<file path="src/smc_bus_pkg.sv">
// Host side types for a single 32-bit word bus with no error response
package smc_bus_pkg;

  // ------------------------------------------------
  // Widths
  // ------------------------------------------------
  localparam int unsigned DATA_WIDTH = 32;  // Host and external data, one word
  localparam int unsigned ADDR_WIDTH = 32;  // Byte address

  // Transfer size of one host access
  typedef enum logic [1:0] {
    XFER_BYTE = 2'b00,
    XFER_HALF = 2'b01,
    XFER_WORD = 2'b10   // 2'b11 is treated as a word too
  } xfer_size_e;

  // ------------------------------------------------
  // Host request and response
  // ------------------------------------------------
  typedef struct packed {
    logic [ADDR_WIDTH-1:0] addr;   // Byte address
    logic                  write;  // 1 for write
    xfer_size_e            size;
    logic [DATA_WIDTH-1:0] wdata;  // Low justified write data
  } smc_req_t;

  // Read data is the raw bus word
  typedef struct packed {
    logic [DATA_WIDTH-1:0] rdata;  // Zero on a write acknowledge
    logic                  write;  // Kind of access that finished
  } smc_rsp_t;

endpackage

</file>
<file path="src/smc_timing_pkg.sv">
// Access phases and timing counts for the external bus sequencer with lead and trail up to 3
package smc_timing_pkg;

  // ------------------------------------------------
  // Count widths
  // ------------------------------------------------
  localparam int unsigned LEAD_BITS = 2;  // Lead and trail counters
  localparam int unsigned WS_BITS   = 8;  // Wait state counter

  // Phase of one access on the external bus
  typedef enum logic [1:0] {
    PH_IDLE   = 2'b00,  // Chip select high
    PH_LEAD   = 2'b01,  // Chip select low before the strobe
    PH_STROBE = 2'b10,  // Read or write strobe low
    PH_TRAIL  = 2'b11   // Bus float time
  } phase_e;

  // Cycle counts of one access
  typedef struct packed {
    logic [LEAD_BITS-1:0] lead;   // Lead cycles, 0 skips the phase
    logic [WS_BITS-1:0]   ws;     // Wait states, strobe lasts ws+1
    logic [LEAD_BITS-1:0] trail;  // Trail cycles, 0 skips the phase
  } smc_timing_t;

endpackage
</file>
<file path="src/smc_addr_gen.sv">
`timescale 1ns/1ps
// Low justified write data is copied to every lane and byte enables hold until the next start
module smc_addr_gen (
  input  logic                               hclk,
  input  logic                               reset,
  input  logic                               start,     // Request popped
  input  smc_bus_pkg::smc_req_t              req,       // Head of the request buffer
  output logic [smc_bus_pkg::ADDR_WIDTH-1:0] smc_addr,
  output logic [3:0]                         smc_n_be,  // Active low
  output logic [smc_bus_pkg::DATA_WIDTH-1:0] smc_data,
  output logic                               wr_flag    // Current access is a write
);

  import smc_bus_pkg::*;

  logic [3:0]            n_be_d;   // Decoded lanes
  logic [DATA_WIDTH-1:0] wdata_d;  // Lane aligned write data

  // ------------------------------------------------
  // Lane decode
  // ------------------------------------------------
  always_comb begin
    case (req.size)
      XFER_BYTE: begin
        n_be_d  = ~(4'b0001 << req.addr[1:0]);  // One lane
        wdata_d = {4{req.wdata[7:0]}};
      end
      XFER_HALF: begin
        // Lanes 3:2 or 1:0 by address bit 1
        n_be_d  = req.addr[1] ? 4'b0011 : 4'b1100;
        wdata_d = {2{req.wdata[15:0]}};
      end
      default: begin
        n_be_d  = 4'b0000;  // Whole word
        wdata_d = req.wdata;
      end
    endcase
  end

  // ------------------------------------------------
  // Access registers
  // ------------------------------------------------
  always_ff @(posedge hclk) begin
    if (reset) begin
      smc_n_be <= 4'hf;  // No lane
      wr_flag  <= 1'b0;
    end else if (start) begin
      smc_n_be <= n_be_d;
      wr_flag  <= req.write;
    end
  end

  // Address and write data held for the whole access
  always_ff @(posedge hclk) begin
    if (start) begin
      smc_addr <= req.addr;
      smc_data <= wdata_d;
    end
  end

endmodule

</file>
<file path="src/smc_hold_reg.sv">
`timescale 1ns/1ps
// One-entry valid/ready buffer that streams when popped and pushed in the same cycle
module smc_hold_reg #(
  parameter type payload_t = logic
) (
  input  logic     hclk,
  input  logic     reset,
  input  logic     in_valid,
  output logic     in_ready,
  input  payload_t in_data,
  output logic     out_valid,
  input  logic     out_ready,
  output payload_t out_data
);

  logic     full_q;  // Entry holds a payload
  payload_t data_q;

  // Room when empty or being drained this cycle
  assign in_ready  = !full_q || out_ready;
  assign out_valid = full_q;
  assign out_data  = data_q;

  // Occupancy
  always_ff @(posedge hclk) begin
    if (reset) begin
      full_q <= 1'b0;
    end else if (in_ready) begin
      full_q <= in_valid;  // New entry or drained
    end
  end

  // Payload stays stable until popped
  always_ff @(posedge hclk) begin
    if (in_valid && in_ready) begin
      data_q <= in_data;
    end
  end

endmodule

</file>
<file path="src/smc_lite_top.sv">
`timescale 1ns/1ps
// One access at a time with the external bus as wide as the host word and no error response
module smc_lite_top #(
  parameter int unsigned CS_LEAD     = 1,  // Chip select lead cycles
  parameter int unsigned WAIT_STATES = 2,  // Strobe lasts WAIT_STATES+1
  parameter int unsigned CS_TRAIL    = 1   // Bus float cycles
) (
  input  logic                               hclk,
  input  logic                               reset,
  // Host request and response channels
  input  logic                               req_valid,
  output logic                               req_ready,
  input  smc_bus_pkg::smc_req_t              req,
  output logic                               rsp_valid,
  input  logic                               rsp_ready,
  output smc_bus_pkg::smc_rsp_t              rsp,
  // External memory bus
  output logic [smc_bus_pkg::ADDR_WIDTH-1:0] smc_addr,
  output logic [smc_bus_pkg::DATA_WIDTH-1:0] smc_data,
  input  logic [smc_bus_pkg::DATA_WIDTH-1:0] data_smc,
  output logic [3:0]                         smc_n_be,
  output logic                               smc_n_cs,
  output logic                               smc_n_wr,
  output logic [3:0]                         smc_n_we,
  output logic                               smc_n_rd,
  output logic                               smc_n_ext_oe,
  output logic                               smc_busy
);

  import smc_bus_pkg::*;
  import smc_timing_pkg::*;

  localparam smc_timing_t TIMING = '{
    lead:  LEAD_BITS'(CS_LEAD),
    ws:    WS_BITS'(WAIT_STATES),
    trail: LEAD_BITS'(CS_TRAIL)
  };

  smc_req_t req_q;         // Buffered request
  logic     req_q_valid;
  logic     start;         // Request popped into the sequencer
  smc_rsp_t rsp_d;
  logic     rsp_push;
  logic     rsp_in_ready;  // Response buffer has room
  phase_e   phase;
  logic     last;
  logic     wr_flag;

  // ------------------------------------------------
  // Request buffer and access registers
  // ------------------------------------------------
  smc_hold_reg #(.payload_t(smc_req_t)) u_req_buf (
    .hclk(hclk), .reset(reset),
    .in_valid(req_valid), .in_ready(req_ready), .in_data(req),
    .out_valid(req_q_valid), .out_ready(start), .out_data(req_q)
  );

  smc_addr_gen u_addr_gen (
    .hclk(hclk), .reset(reset), .start(start), .req(req_q),
    .smc_addr(smc_addr), .smc_n_be(smc_n_be), .smc_data(smc_data), .wr_flag(wr_flag)
  );

  // ------------------------------------------------
  // Sequencer, pins and response buffer
  // ------------------------------------------------
  smc_timing_fsm #(
    .CS_LEAD(int'(TIMING.lead)), .WAIT_STATES(int'(TIMING.ws)), .CS_TRAIL(int'(TIMING.trail))
  ) u_timing_fsm (
    .hclk(hclk), .reset(reset), .req_valid(req_q_valid), .start(start),
    .rsp_full(!rsp_in_ready), .phase(phase), .last(last), .busy(smc_busy)
  );

  smc_strobe_gen u_strobe_gen (
    .hclk(hclk), .reset(reset), .phase(phase), .last(last), .wr_flag(wr_flag),
    .n_be(smc_n_be), .data_smc(data_smc), .rsp_push(rsp_push), .rsp(rsp_d),
    .smc_n_cs(smc_n_cs), .smc_n_rd(smc_n_rd), .smc_n_wr(smc_n_wr),
    .smc_n_we(smc_n_we), .smc_n_ext_oe(smc_n_ext_oe)
  );

  smc_hold_reg #(.payload_t(smc_rsp_t)) u_rsp_buf (
    .hclk(hclk), .reset(reset),
    .in_valid(rsp_push), .in_ready(rsp_in_ready), .in_data(rsp_d),
    .out_valid(rsp_valid), .out_ready(rsp_ready), .out_data(rsp)
  );

endmodule

</file>
<file path="src/smc_strobe_gen.sv">
`timescale 1ns/1ps
// Pins follow the sequencer phase by one cycle and a read returns the raw bus word
module smc_strobe_gen (
  input  logic                               hclk,
  input  logic                               reset,
  input  smc_timing_pkg::phase_e             phase,     // Sequencer phase
  input  logic                               last,      // Sequencer final cycle
  input  logic                               wr_flag,
  input  logic [3:0]                         n_be,      // Active low lanes
  input  logic [smc_bus_pkg::DATA_WIDTH-1:0] data_smc,  // External read data
  output logic                               rsp_push,
  output smc_bus_pkg::smc_rsp_t              rsp,
  output logic                               smc_n_cs,
  output logic                               smc_n_rd,
  output logic                               smc_n_wr,
  output logic [3:0]                         smc_n_we,
  output logic                               smc_n_ext_oe
);

  import smc_bus_pkg::*;
  import smc_timing_pkg::*;

  logic                  in_strobe;  // Sequencer in strobe phase
  logic                  rd_sample;  // Final read strobe cycle on the pins
  logic [DATA_WIDTH-1:0] rd_q;       // Captured read word

  assign in_strobe = (phase == PH_STROBE);

  // ------------------------------------------------
  // External pins
  // ------------------------------------------------
  always_ff @(posedge hclk) begin
    if (reset) begin
      smc_n_cs     <= 1'b1;
      smc_n_rd     <= 1'b1;
      smc_n_wr     <= 1'b1;
      smc_n_we     <= 4'hf;
      smc_n_ext_oe <= 1'b1;
    end else begin
      smc_n_cs     <= (phase == PH_IDLE);  // Low through lead, strobe and trail
      smc_n_rd     <= !(in_strobe && !wr_flag);
      smc_n_wr     <= !(in_strobe && wr_flag);
      smc_n_we     <= (in_strobe && wr_flag) ? n_be : 4'hf;  // Only enabled lanes
      // Drivers on from lead through strobe, off for the trail
      smc_n_ext_oe <= !(wr_flag && ((phase == PH_LEAD) || in_strobe));
    end
  end

  // ------------------------------------------------
  // Response
  // ------------------------------------------------
  // Pins still in strobe while the sequencer has moved on
  assign rd_sample = !smc_n_rd && !in_strobe;

  always_ff @(posedge hclk) begin
    if (rd_sample) begin
      rd_q <= data_smc;
    end
  end

  // Push lines up with the final cycle on the pins
  always_ff @(posedge hclk) begin
    if (reset) begin
      rsp_push <= 1'b0;
    end else begin
      rsp_push <= last;
    end
  end

  assign rsp.write = wr_flag;
  // Live bus data when the push falls in the final strobe cycle
  assign rsp.rdata = wr_flag ? '0 : (rd_sample ? data_smc : rd_q);

endmodule

</file>
<file path="src/smc_timing_fsm.sv">
`timescale 1ns/1ps
// Counts wrap at the counter widths so CS_LEAD and CS_TRAIL stay below 4 and WAIT_STATES below 256
module smc_timing_fsm #(
  parameter int unsigned CS_LEAD     = 1,
  parameter int unsigned WAIT_STATES = 2,
  parameter int unsigned CS_TRAIL    = 1
) (
  input  logic                   hclk,
  input  logic                   reset,
  input  logic                   req_valid,  // Request waiting
  output logic                   start,      // Pop of the request buffer
  input  logic                   rsp_full,   // Response buffer cannot take a push
  output smc_timing_pkg::phase_e phase,      // Phase the pins take next cycle
  output logic                   last,       // Final cycle of the access
  output logic                   busy
);

  import smc_timing_pkg::*;

  localparam smc_timing_t CFG = '{
    lead:  LEAD_BITS'(CS_LEAD),
    ws:    WS_BITS'(WAIT_STATES),
    trail: LEAD_BITS'(CS_TRAIL)
  };

  phase_e               state_q;
  phase_e               state_d;
  logic                 hold_q;     // Trail held for a full response buffer
  logic                 hold_d;
  logic [LEAD_BITS-1:0] lead_cnt;   // Lead cycles left
  logic [WS_BITS-1:0]   ws_cnt;     // Wait states left
  logic [LEAD_BITS-1:0] trail_cnt;  // Trail cycles left

  assign start = (state_q == PH_IDLE) && req_valid;
  assign phase = hold_q ? PH_IDLE : state_q;  // Held trail releases chip select
  assign busy  = (state_q != PH_IDLE);

  // ------------------------------------------------
  // Next phase
  // ------------------------------------------------
  always_comb begin
    state_d = state_q;
    hold_d  = 1'b0;
    last    = 1'b0;
    case (state_q)
      PH_IDLE: begin
        if (start) begin
          state_d = (CFG.lead != '0) ? PH_LEAD : PH_STROBE;  // Skip empty lead
        end
      end
      PH_LEAD: begin
        if (lead_cnt <= LEAD_BITS'(1)) state_d = PH_STROBE;
      end
      PH_STROBE: begin
        if (ws_cnt == '0) begin
          if (CFG.trail != '0) begin
            state_d = PH_TRAIL;
          end else if (rsp_full) begin
            state_d = PH_TRAIL;  // No trail but must wait
            hold_d  = 1'b1;
          end else begin
            last    = 1'b1;
            state_d = PH_IDLE;
          end
        end
      end
      default: begin  // Trail
        if (trail_cnt <= LEAD_BITS'(1)) begin
          if (rsp_full) begin
            hold_d = 1'b1;  // Extend until a push fits
          end else begin
            last    = 1'b1;
            state_d = PH_IDLE;
          end
        end
      end
    endcase
  end

  // ------------------------------------------------
  // State and counters
  // ------------------------------------------------
  always_ff @(posedge hclk) begin
    if (reset) begin
      state_q   <= PH_IDLE;
      hold_q    <= 1'b0;
      lead_cnt  <= '0;
      ws_cnt    <= '0;
      trail_cnt <= '0;
    end else begin
      state_q <= state_d;
      hold_q  <= hold_d;
      if (start) begin
        lead_cnt  <= CFG.lead;  // Load all counts at once
        ws_cnt    <= CFG.ws;
        trail_cnt <= CFG.trail;
      end else begin
        case (state_q)
          PH_LEAD:   if (lead_cnt > LEAD_BITS'(1)) lead_cnt <= lead_cnt - 1'b1;
          PH_STROBE: if (ws_cnt != '0) ws_cnt <= ws_cnt - 1'b1;
          PH_TRAIL:  if (trail_cnt > LEAD_BITS'(1)) trail_cnt <= trail_cnt - 1'b1;
          default:   ;
        endcase
      end
    end
  end

endmodule

</file>
<file path="config.mk">
export PLATFORM = sky130hd
export DESIGN_NAME = smc_lite_top
export DESIGN_NICKNAME = d
export VERILOG_FILES = /design/src/smc_bus_pkg.sv /design/src/smc_timing_pkg.sv /design/src/smc_addr_gen.sv /design/src/smc_hold_reg.sv /design/src/smc_lite_top.sv /design/src/smc_strobe_gen.sv /design/src/smc_timing_fsm.sv
export SDC_FILE = /design/constraint.sdc
export NUM_CORES = 1
export LEC_CHECK = 0
export BUFFER_PORTS_ARGS = -buffer_cell sky130_fd_sc_hd__buf_2
export CORE_MARGIN = 8
export CORE_UTILIZATION = 45
export CTS_BUF_LIST = sky130_fd_sc_hd__clkbuf_8 sky130_fd_sc_hd__clkbuf_16
export DETAILED_ROUTE_END_ITERATION = 10
export PLACE_DENSITY = 0.7
export REMOVE_ABC_BUFFERS = 1
export SYNTH_ARGS = -nofsm -noshare
export SYNTH_HDL_FRONTEND = slang
export SYNTH_SLANG_ARGS = --single-unit
export TNS_END_PERCENT = 5
</file>
<file path="constraint.sdc">
create_clock -name hclk -period 3.65 [get_ports hclk]
set_input_delay 0.1825 -clock hclk [delete_from_list [all_inputs] [get_ports hclk]]
set_output_delay 0.1825 -clock hclk [all_outputs]
set_load 0.1 [all_outputs]
</file>
==> results of run 1 <==
==> worst paths after layout <==
| path | endpoint |
|---|---|
| setup / recovery | u_addr_gen.smc_data[4] |
| hold / removal | u_rsp_buf.out_valid |
| setup reg to reg | u_addr_gen.smc_data[4] |
| hold reg to reg | u_addr_gen.smc_addr[19] |
==> registers in the layout, indices dropped and copies added, names as in the netlist, 2 cells and up <==
| signal | flops |
|---|---|
| u_req_buf.out_data | 67 |
| u_rsp_buf.out_data | 33 |
| u_addr_gen.smc_addr | 32 |
| u_addr_gen.smc_data | 32 |
| u_strobe_gen.rd_q | 32 |
| u_timing_fsm.ws_cnt | 8 |
| u_addr_gen.smc_n_be | 4 |
| u_strobe_gen.smc_n_we | 4 |
| u_timing_fsm.lead_cnt | 2 |
| u_timing_fsm.state_q | 2 |
| u_timing_fsm.trail_cnt | 2 |
==> through the flow <==
stage | util [%] | setup slack (ns) | cell area, sq um
2_1_floorplan | - | -0.01226 | 7878
3_3_place_gp | 53.68 | 1.531 | 9285
3_5_place_dp | 53.68 | 1.492 | 9285
4_1_cts | 64.33 | 1.477 | 11130
5_1_grt | 64.33 | 1.336 | 11130
6_report | 64.33 | 1.514 | 11130
==> per-layer routing <==
metal / vias up / wire (microns) / GRT usage [%]
met5: - / 0 / 0
met4: 0 / 396 / 4.745
met3: 35 / 1864 / 6.007
met2: 233 / 8942 / 27.90
met1: 2341 / 7625 / 20.45
li1: 2342 / - / -
==> final cells by class <==
cell class / instances / area [sq um]
fill: 1226 / 6170
timing repair buffer: 320 / 2132
tap: 225 / 281.5
multi-input combinational: 205 / 1652
sequential: 227 / 6186
clock buffer: 28 / 678.2
inverter: 12 / 45.04
clock inverter: 15 / 152.6
==> Yosys cell counts, types with 2 or more instances <==
cell type  count
ha_1          11
nor2_1        17
buf_2          4
nand3b_1       2
nand2b_1       5
o21ai_0       13
or2_2          5
o311ai_1       2
and2_1         2
a221o_1        2
edfxtp_1     164
inv_1         12
mux2_1        30
xor2_1         5
a21oi_1        8
nor2b_1       36
mux2i_1        8
nor4b_1        2
a211oi_1       2
xnor2_1        3
clkbuf_1       7
nand2_1       17
nor3b_1        2
dfxtp_1       63
mux2_2        18
==> power by group through the flow <==
stage	registers, mW	clock network [mW]	logic (mW)
final	3.70	2.49	3.27
after global routing	3.76	2.66	3.43
after CTS	3.70	2.55	3.29
after detailed placement	3.75	0	3.20
after global placement	3.72	0	3.13
after floorplan	5.50	0	0.847
==> cell families after synthesis <==
group | count (synthesis) | synth area share [%]
AND/OR/NAND/NOR | 96 | 7.020
flip-flops | 227 | 77.82
XOR/XNOR | 8 | 0.8815
AO/OA/AOI/OAI | 33 | 3.085
multiplexers | 57 | 7.996
buffers and inverters | 25 | 1.464
adder cells (fa/ha/maj) | 11 | 1.731
==> metrics.yaml, run 1 <==
run_status:
  outcome: "finished, final reports clean"
clocking:
  cts-root-buf: "clkbuf_16"
  cts_setup_buffers: 0
  insertion_delay_ns: 0.50
  cts-hold-fix-buffers: 101
  clkTransAtPathRegs_ns: 0.06
  cts_buffer_depth: 3
  clock_sinks: 227
  cts_inserted_buffers: 24
  tritoncts: "built"
  cts_resized: 0
  htreeDepth: 1
floorplan:
  rows: 48
  ioPinCount: 215
  coreArea_sq_um: 17300
  die_width_microns: 148.9
  start_util_pct: 45.96
  die_area_sq_um: 22170
  dieHeight_microns: 148.9
synth:
  synthesis.area_sq_um: 7949
  synthTopCellsByArea: "edfxtp_1 62%, dfxtp_1 16%, mux2_1 4.2%, nor2b_1 2.8%, mux2_2 2.5%"
  synth_top_area_share_pct: 61.95
  synth_cell_types: 42
  synthArstFlopShare_pct: 0
  ys_ff_latch: 227
  synth_top_area_cell: "edfxtp_1"
  synth_flop_cell: "edfxtp_1"
  netlist_instances: 457
  ys_warn_count: 0
  synth_edf_count: 164
  seq_area_frac_synth_pct: 77.82
  synth.avg_cell_area_sq_um: 17.39
final_layout:
  final_cell_mix: "214 x buf_2, 164 x edfxtp_1, 101 x dlygate4sd3_1"
  drive_above_1_share_pct: 35.94
  fin_nets: 904
  final_common_cell: "buf_2"
  diodes: 0
  area_growth_pct: 39.98
  fin_cells: 1032
timing:
  whs_ns: 0.04387
  skew_ns: 0.009065
  fmax_ghz: 0.4682
  setup_viol: 0
  rsz0062_at_grt: "false"
  setup_tns_ns: 0
  slew_violations: 0
  slew_headroom_pct: 39.81
  min_period_ns: 2.136
  final.period_utilization_pct: 58.52
  worst_pin_slew_ns: 0.9029
  hold_violations: 0
power:
  power.leakage_nw: 4.454
  p_per_area_nw_per_um2: 850.6
  switchingPower_mw: 3.723
  sw_frac_of_total_pct: 39.34
  power_frac_comb_pct: 34.6
  ir_worst_vdd_v: 0.0006864
  pwr-share-seq_pct: 39.1
  intPower_mw: 5.741
  clock_power_share_pct: 26.4
  total_power_mw: 9.464
detailed_routing:
  drt_first_pass_iters: 4
  wl_per_cell_microns: 18.25
  route.vias.total: 4951
  drt.antenna.violating_nets: 0
  dr.first_iter.drc_count: 236
  routed_wl_mm: 18.83
  viasPerCell: 4.797
  drcViolationCount: 0
global_routing:
  grt_util_all_layers_pct: 16.86
  grt_antenna_before_repair: 0
  grt_pass1_wl_mm: 29.48
  grt_overflow: 0
  grt_pass1_vias: 5321
  grt_max_degree: 68
critical_path:
  worst-path-stages: 5
  ff2ff_setup_slack_ns: 1.51
  critical_path_buf_inv_count: 3
  path_max_fanout: 46
  critPathLaunch: "u_timing_fsm.state_q[0]"
  arrival_ns: 2.32
  end_kind: "flop"
  cpLargestDelayFamily: "buffers and inverters"
  startpoint_type: "flop"
  worst-setup-path-type: "reg2reg"
  max_stage_delay_ns: 0.48
  r2r_cells: 5
  cp_data_required_time_ns: 3.83
  cp_slowest_cell: "inv_2"
  rr_startpoint: "u_timing_fsm.state_q[0]"
  worstPathCellList: "inv_1 > ha_1 > nand2_1 > inv_2 > buf_12"
min_path:
  hold_path_depth: 2
  min_from: "reset"
  hold_class: "in2reg"
placement:
  hpwlAfterDp_mm: 12.02
  placed_cells: 888
  routabilityCongestion: 0.7649
  port_buffers: 214
run:
  max_cap_violations: 0
No activity file was read; power rests on OpenSTA's default activity.
==> run 2, diff against run 1 <==
PLACE_DENSITY = 0.73   (was 0.7)
clock period = 1.9 ns   (was 3.65 ns; I/O delays follow)
==> metrics.yaml, run 2 (synthesized netlist as in run 1, its figures left out) <==
run_status:
  outcome: "finished, final reports clean"
detailed_routing:
  wl_per_cell_microns: 18.89
  route.vias.total: 5078
  dr.first_iter.drc_count: 174
  drt_first_pass_iters: 4
  drt.antenna.violating_nets: 0
  viasPerCell: 4.845
  routed_wl_mm: 19.80
  drcViolationCount: 0
critical_path:
  arrival_ns: 2.28
  cp_data_required_time_ns: 2.29
  worst_r2r_endpoint: "u_timing_fsm.state_q[1]"
  r2r_cells: 6
  max_stage_delay_ns: 0.44
  worstPathCellList: "inv_1 > ha_2 > nor4b_4 > a2111oi_4 > a211oi_1 > a41o_1"
  cp_slowest_cell: "a2111oi_4"
  end_kind: "flop"
  startpoint_type: "flop"
  path_max_fanout: 4
  rr_startpoint: "u_timing_fsm.state_q[1]"
  ff2ff_setup_slack_ns: 0.004
  worst-setup-path-type: "reg2reg"
timing:
  slew_headroom_pct: 64.37
  rsz0062_at_grt: "true"
  hold_violations: 0
  skew_ns: 0.007341
  setup_viol: 0
  timing.final.ws_setup_ns: 0.004104
  final.period_utilization_pct: 99.78
  worst_pin_slew_ns: 0.5270
  fmax_ghz: 0.5275
  min_period_ns: 1.896
  slew_violations: 0
global_routing:
  grt_util_all_layers_pct: 17.05
  grt_pass1_wl_mm: 30.00
  grt_antenna_before_repair: 0
  grt_pass1_vias: 5551
  grt_max_degree: 37
  grt_overflow: 0
final_layout:
  largest_reg_flops: 67
  diodes: 0
  fin_nets: 922
  final_common_cell: "buf_2"
  num-fill-cells: 1197
  area_growth_pct: 42.56
  final_cell_mix: "213 x buf_2, 164 x edfxtp_1, 103 x dlygate4sd3_1"
  drive_above_1_share_pct: 39.13
floorplan:
  dieHeight_microns: 148.9
  rows: 48
  die_width_microns: 148.9
  die_area_sq_um: 22170
  coreArea_sq_um: 17300
  start_util_pct: 45.96
  ioPinCount: 215
clocking:
  clock_sinks: 227
  insertion_delay_ns: 0.50
  cts_inserted_buffers: 23
  cts_buffer_depth: 3
  tritoncts: "built"
  htreeDepth: 1
  cts-root-buf: "clkbuf_16"
  clkTransAtPathRegs_ns: 0.06
min_path:
  hold_path_depth: 2
  hold_class: "in2reg"
  min_from: "req[22]"
  whs_endpoint: "u_req_buf.out_data[22]"
placement:
  hpwlAfterDp_mm: 12.70
  place_ws_ns: -0.1774
  port_buffers: 214
  routabilityCongestion: 0.7572
run:
  max_cap_violations: 0
power:
  total_power_mw: 18.03
  power.leakage_nw: 4.534
  p_per_area_nw_per_um2: 1591
  ir_worst_vdd_v: 0.001108
==> run 2: cell count changes in the layout (fill, tap and decap cells not counted), sizes merged <==
cell         previous run  this run
bufinv                  3         1
clkinv                  5         6
clkbuf                 28        27
clkinvlp                1         0
buf                   219       234
inv                    18        20
dlygate4sd3           101       103
==> run 2: where the power goes <==
part	leakage, nW	internal, mW	switching (mW)
Combinational	2.09	1.68	5.10
Clock	0.368	2.40	1.74
Sequential	2.07	6.73	0.386
Total	4.53	10.8	7.23
==> run 2: worst max-delay path: cells and delay by family (launching register included) <==
kind                       cells  cell delay, ns
DFF                            1            0.39
AOI/OAI and AO/OA              3            0.81
and+or+nand+nor                1            0.08
buffers and inverters          1            0.11
adders and majority gates      1            0.41
==> run 2: layout make-up <==
type / instances / area, sq um / area share (%)
Clock buffer: 25 / 603.1 / 5.322
Inverter: 12 / 45.04 / 0.3975
Sequential cell: 227 / 6190 / 54.62
Tap cell: 225 / 281.5 / 2.484
Clock inverter: 15 / 90.09 / 0.7950
Multi-Input combinational cell: 205 / 1748 / 15.42
Timing Repair Buffer: 339 / 2375 / 20.96
==> run 2: how the worst max path moves through the flow <==
stage	startpoint	cells after the start	endpoint
final	u_timing_fsm.state_q[1]	6	u_timing_fsm.state_q[1]
after global routing	u_timing_fsm.state_q[1]	6	u_timing_fsm.state_q[1]
after CTS	u_timing_fsm.state_q[1]	7	u_rsp_buf.out_data[26]
after detailed placement	u_timing_fsm.state_q[1]	6	u_timing_fsm.state_q[1]
after global placement	u_timing_fsm.ws_cnt[0]	6	u_timing_fsm.ws_cnt[1]
after floorplan	u_timing_fsm.state_q[1]	4	u_req_buf.out_data[0]
==> run 2: metal layers <==
metal,vias to the layer above,global-route usage [%],routed length (microns)
met5,-,0,0
met4,0,5.502,462
met3,40,6.826,2142
met2,237,28.67,9634
met1,2431,19.54,7561
li1,2370,-,-
==> run 2: stage by stage <==
| stage | hold WS, ns | util, % | instances | TNS, ns | area (sq um) |
|---|---|---|---|---|---|
| after floorplan | 0.1574 | - | 444 | -227.15 | 7878 |
| after global placement | 0.2715 | 54.49 | 900 | 0 | 9425 |
| after detailed placement | 0.2731 | 54.49 | 900 | -0.3046 | 9425 |
| after CTS | 0.2778 | 64.53 | 1043 | 0 | 11160 |
| after global routing | 0.2803 | 65.52 | 1048 | -0.2835 | 11330 |
| final | 0.2990 | 65.52 | 1048 | 0 | 11330 |
==> run 2: repair_timing <==
item	4_1_cts	5_1_grt
gates resized for setup	3	25
gates cloned	0	3
hold endpoints to repair	108	0
hold buffers	103	0
pin swaps	1	3
buffers inserted	0	2
endpoints found under the setup margin	4	91
==> run 3, diff against run 2 <==
REMOVE_ABC_BUFFERS = unset   (was 1)
==> metrics.yaml, run 3 (synthesized netlist as in run 1, its figures left out) <==
run_status:
  outcome: "finished, final reports clean"
clocking:
  insertion_delay_ns: 0.50
  tritoncts: "built"
  cts-root-buf: "clkbuf_16"
  cts_inserted_buffers: 23
  cts_setup_buffers: 0
  clkTransAtPathRegs_ns: 0.06
  cts_buffer_depth: 3
  clock_sinks: 227
  htreeDepth: 1
final_layout:
  regArea_sq_um: 6191
  fin_nets: 917
  final_cell_mix: "214 x buf_2, 164 x edfxtp_1, 103 x dlygate4sd3_1"
  multi_input_area_sq_um: 1713
  drive_above_1_share_pct: 37.80
  area_growth_pct: 41.38
  largest_reg_flops: 67
  num-fill-cells: 1181
  final_common_cell: "buf_2"
  design_area_sq_um: 11240
  final_util_pct: 64.97
run:
  max_cap_violations: 0
detailed_routing:
  met3_wirelength_mm: 1.899
  dr.first_iter.drc_count: 230
  wl_met2_mm: 9.169
  drt.antenna.violating_nets: 0
  routed.top_layer: "met4"
  routed_wl_mm: 18.84
  route.vias.total: 4964
  wl_per_cell_microns: 18.01
  drcViolationCount: 0
  drt-met1-wl_mm: 7.396
  viasPerCell: 4.746
  drt_first_pass_iters: 4
floorplan:
  ioPinCount: 215
  coreArea_sq_um: 17300
  die_area_sq_um: 22170
  rows: 48
  dieHeight_microns: 148.9
  die_width_microns: 148.9
  start_util_pct: 45.96
global_routing:
  grt_overflow: 0
  grt_util_all_layers_pct: 16.74
  grt_antenna_before_repair: 0
  grt_pass1_vias: 5497
  grt_max_degree: 36
  grt_pass1_wl_mm: 29.66
timing:
  timing.final.ws_setup_ns: 0.08871
  whs_ns: 0.3091
  slew_headroom_pct: 66.38
  hold_violations: 0
  fmax_ghz: 0.5521
  final.period_utilization_pct: 95.33
  worst_pin_slew_ns: 0.4972
  slew_violations: 0
  skew_ns: 0.01084
  setup_viol: 0
  min_period_ns: 1.811
critical_path:
  worst-setup-path-type: "reg2reg"
  ff2ff_setup_slack_ns: 0.09
  critPathLaunch: "u_timing_fsm.ws_cnt[1]"
  cp_data_required_time_ns: 2.34
  r2r_cells: 6
  cp_slowest_cell: "or3b_4"
  end_kind: "flop"
  worstPathCellList: "inv_1 > ha_1 > or3b_4 > o31ai_4 > mux2_4 > a21oi_2"
  arrival_ns: 2.25
  path_max_fanout: 5
  startpoint_type: "flop"
  max_stage_delay_ns: 0.39
  rr_startpoint: "u_timing_fsm.ws_cnt[1]"
power:
  ir_worst_vdd_v: 0.001147
  power.leakage_nw: 4.485
  total_power_mw: 17.81
  p_per_area_nw_per_um2: 1585
min_path:
  hold_class: "in2reg"
  min_from: "req[12]"
  hold_path_depth: 2
placement:
  postPlaceCellArea_sq_um: 9488
  hpwlAfterDp_mm: 12.32
  routabilityCongestion: 0.7922
  port_buffers: 214
  place_ws_ns: 0.02325
synth:
  synthesis.nets: 571
## run 3: cell count changes in the layout (fill, tap and decap cells not counted), sizes merged
cell      delta
clkinvlp     +1
inv          -1
clkbuf       -3
buf          -3
clkinv       +3
diode        +1
## run 3: metal layers
layer	GRT usage [%]	vias up
met5	0	-
met2	28.51	206
met1	19.35	2355
li1	-	2373
met3	6.462	30
met4	4.543	0
## run 3: area by class of cell
class	instances	area share, %
Tap cell	225	2.505
Antenna cell	1	0.02227
Inverter	12	0.4787
Sequential cell	227	55.09
Timing Repair Buffer	334	20.51
Multi-Input combinational cell	205	15.24
Clock buffer	24	5.244
Clock inverter	18	0.9129
## run 3: per-stage QoR
stage               instances   TNS, ns
floorplan                 457    -19.93
global placement          900         0
detailed placement        900         0
CTS                      1045         0
global route             1045  -0.02348
finish                   1046         0
## run 3: critical path: cells and delay by family, from the launching register on
kind | cells | cell delay [ns]
AO/OA/AOI/OAI | 2 | 0.45
AND/OR/NAND/NOR | 1 | 0.39
multiplexers | 1 | 0.34
flip-flops | 1 | 0.31
adder cells (fa/ha/maj) | 1 | 0.15
buffers and inverters | 1 | 0.10
## run 3: power breakdown
group | switching (mW) | internal (mW) | leakage, nW
clock network | 1.74 | 2.37 | 0.368
registers | 0.375 | 6.73 | 2.07
logic | 5.03 | 1.57 | 2.04
## run 3: path summary, 6_finish.rpt
kind	to
max	u_timing_fsm.ws_cnt[1]
min	u_req_buf.out_data[12]
max reg2reg	u_timing_fsm.ws_cnt[1]
min reg2reg	u_addr_gen.smc_addr[18]
## run 3: what timing repair did
action	CTS	global route
endpoints found under the setup margin	1	37
pin swaps	1	1
endpoints found under the hold margin	108	0
hold buffers	103	0
gates resized for setup	1	7
cloned	0	0
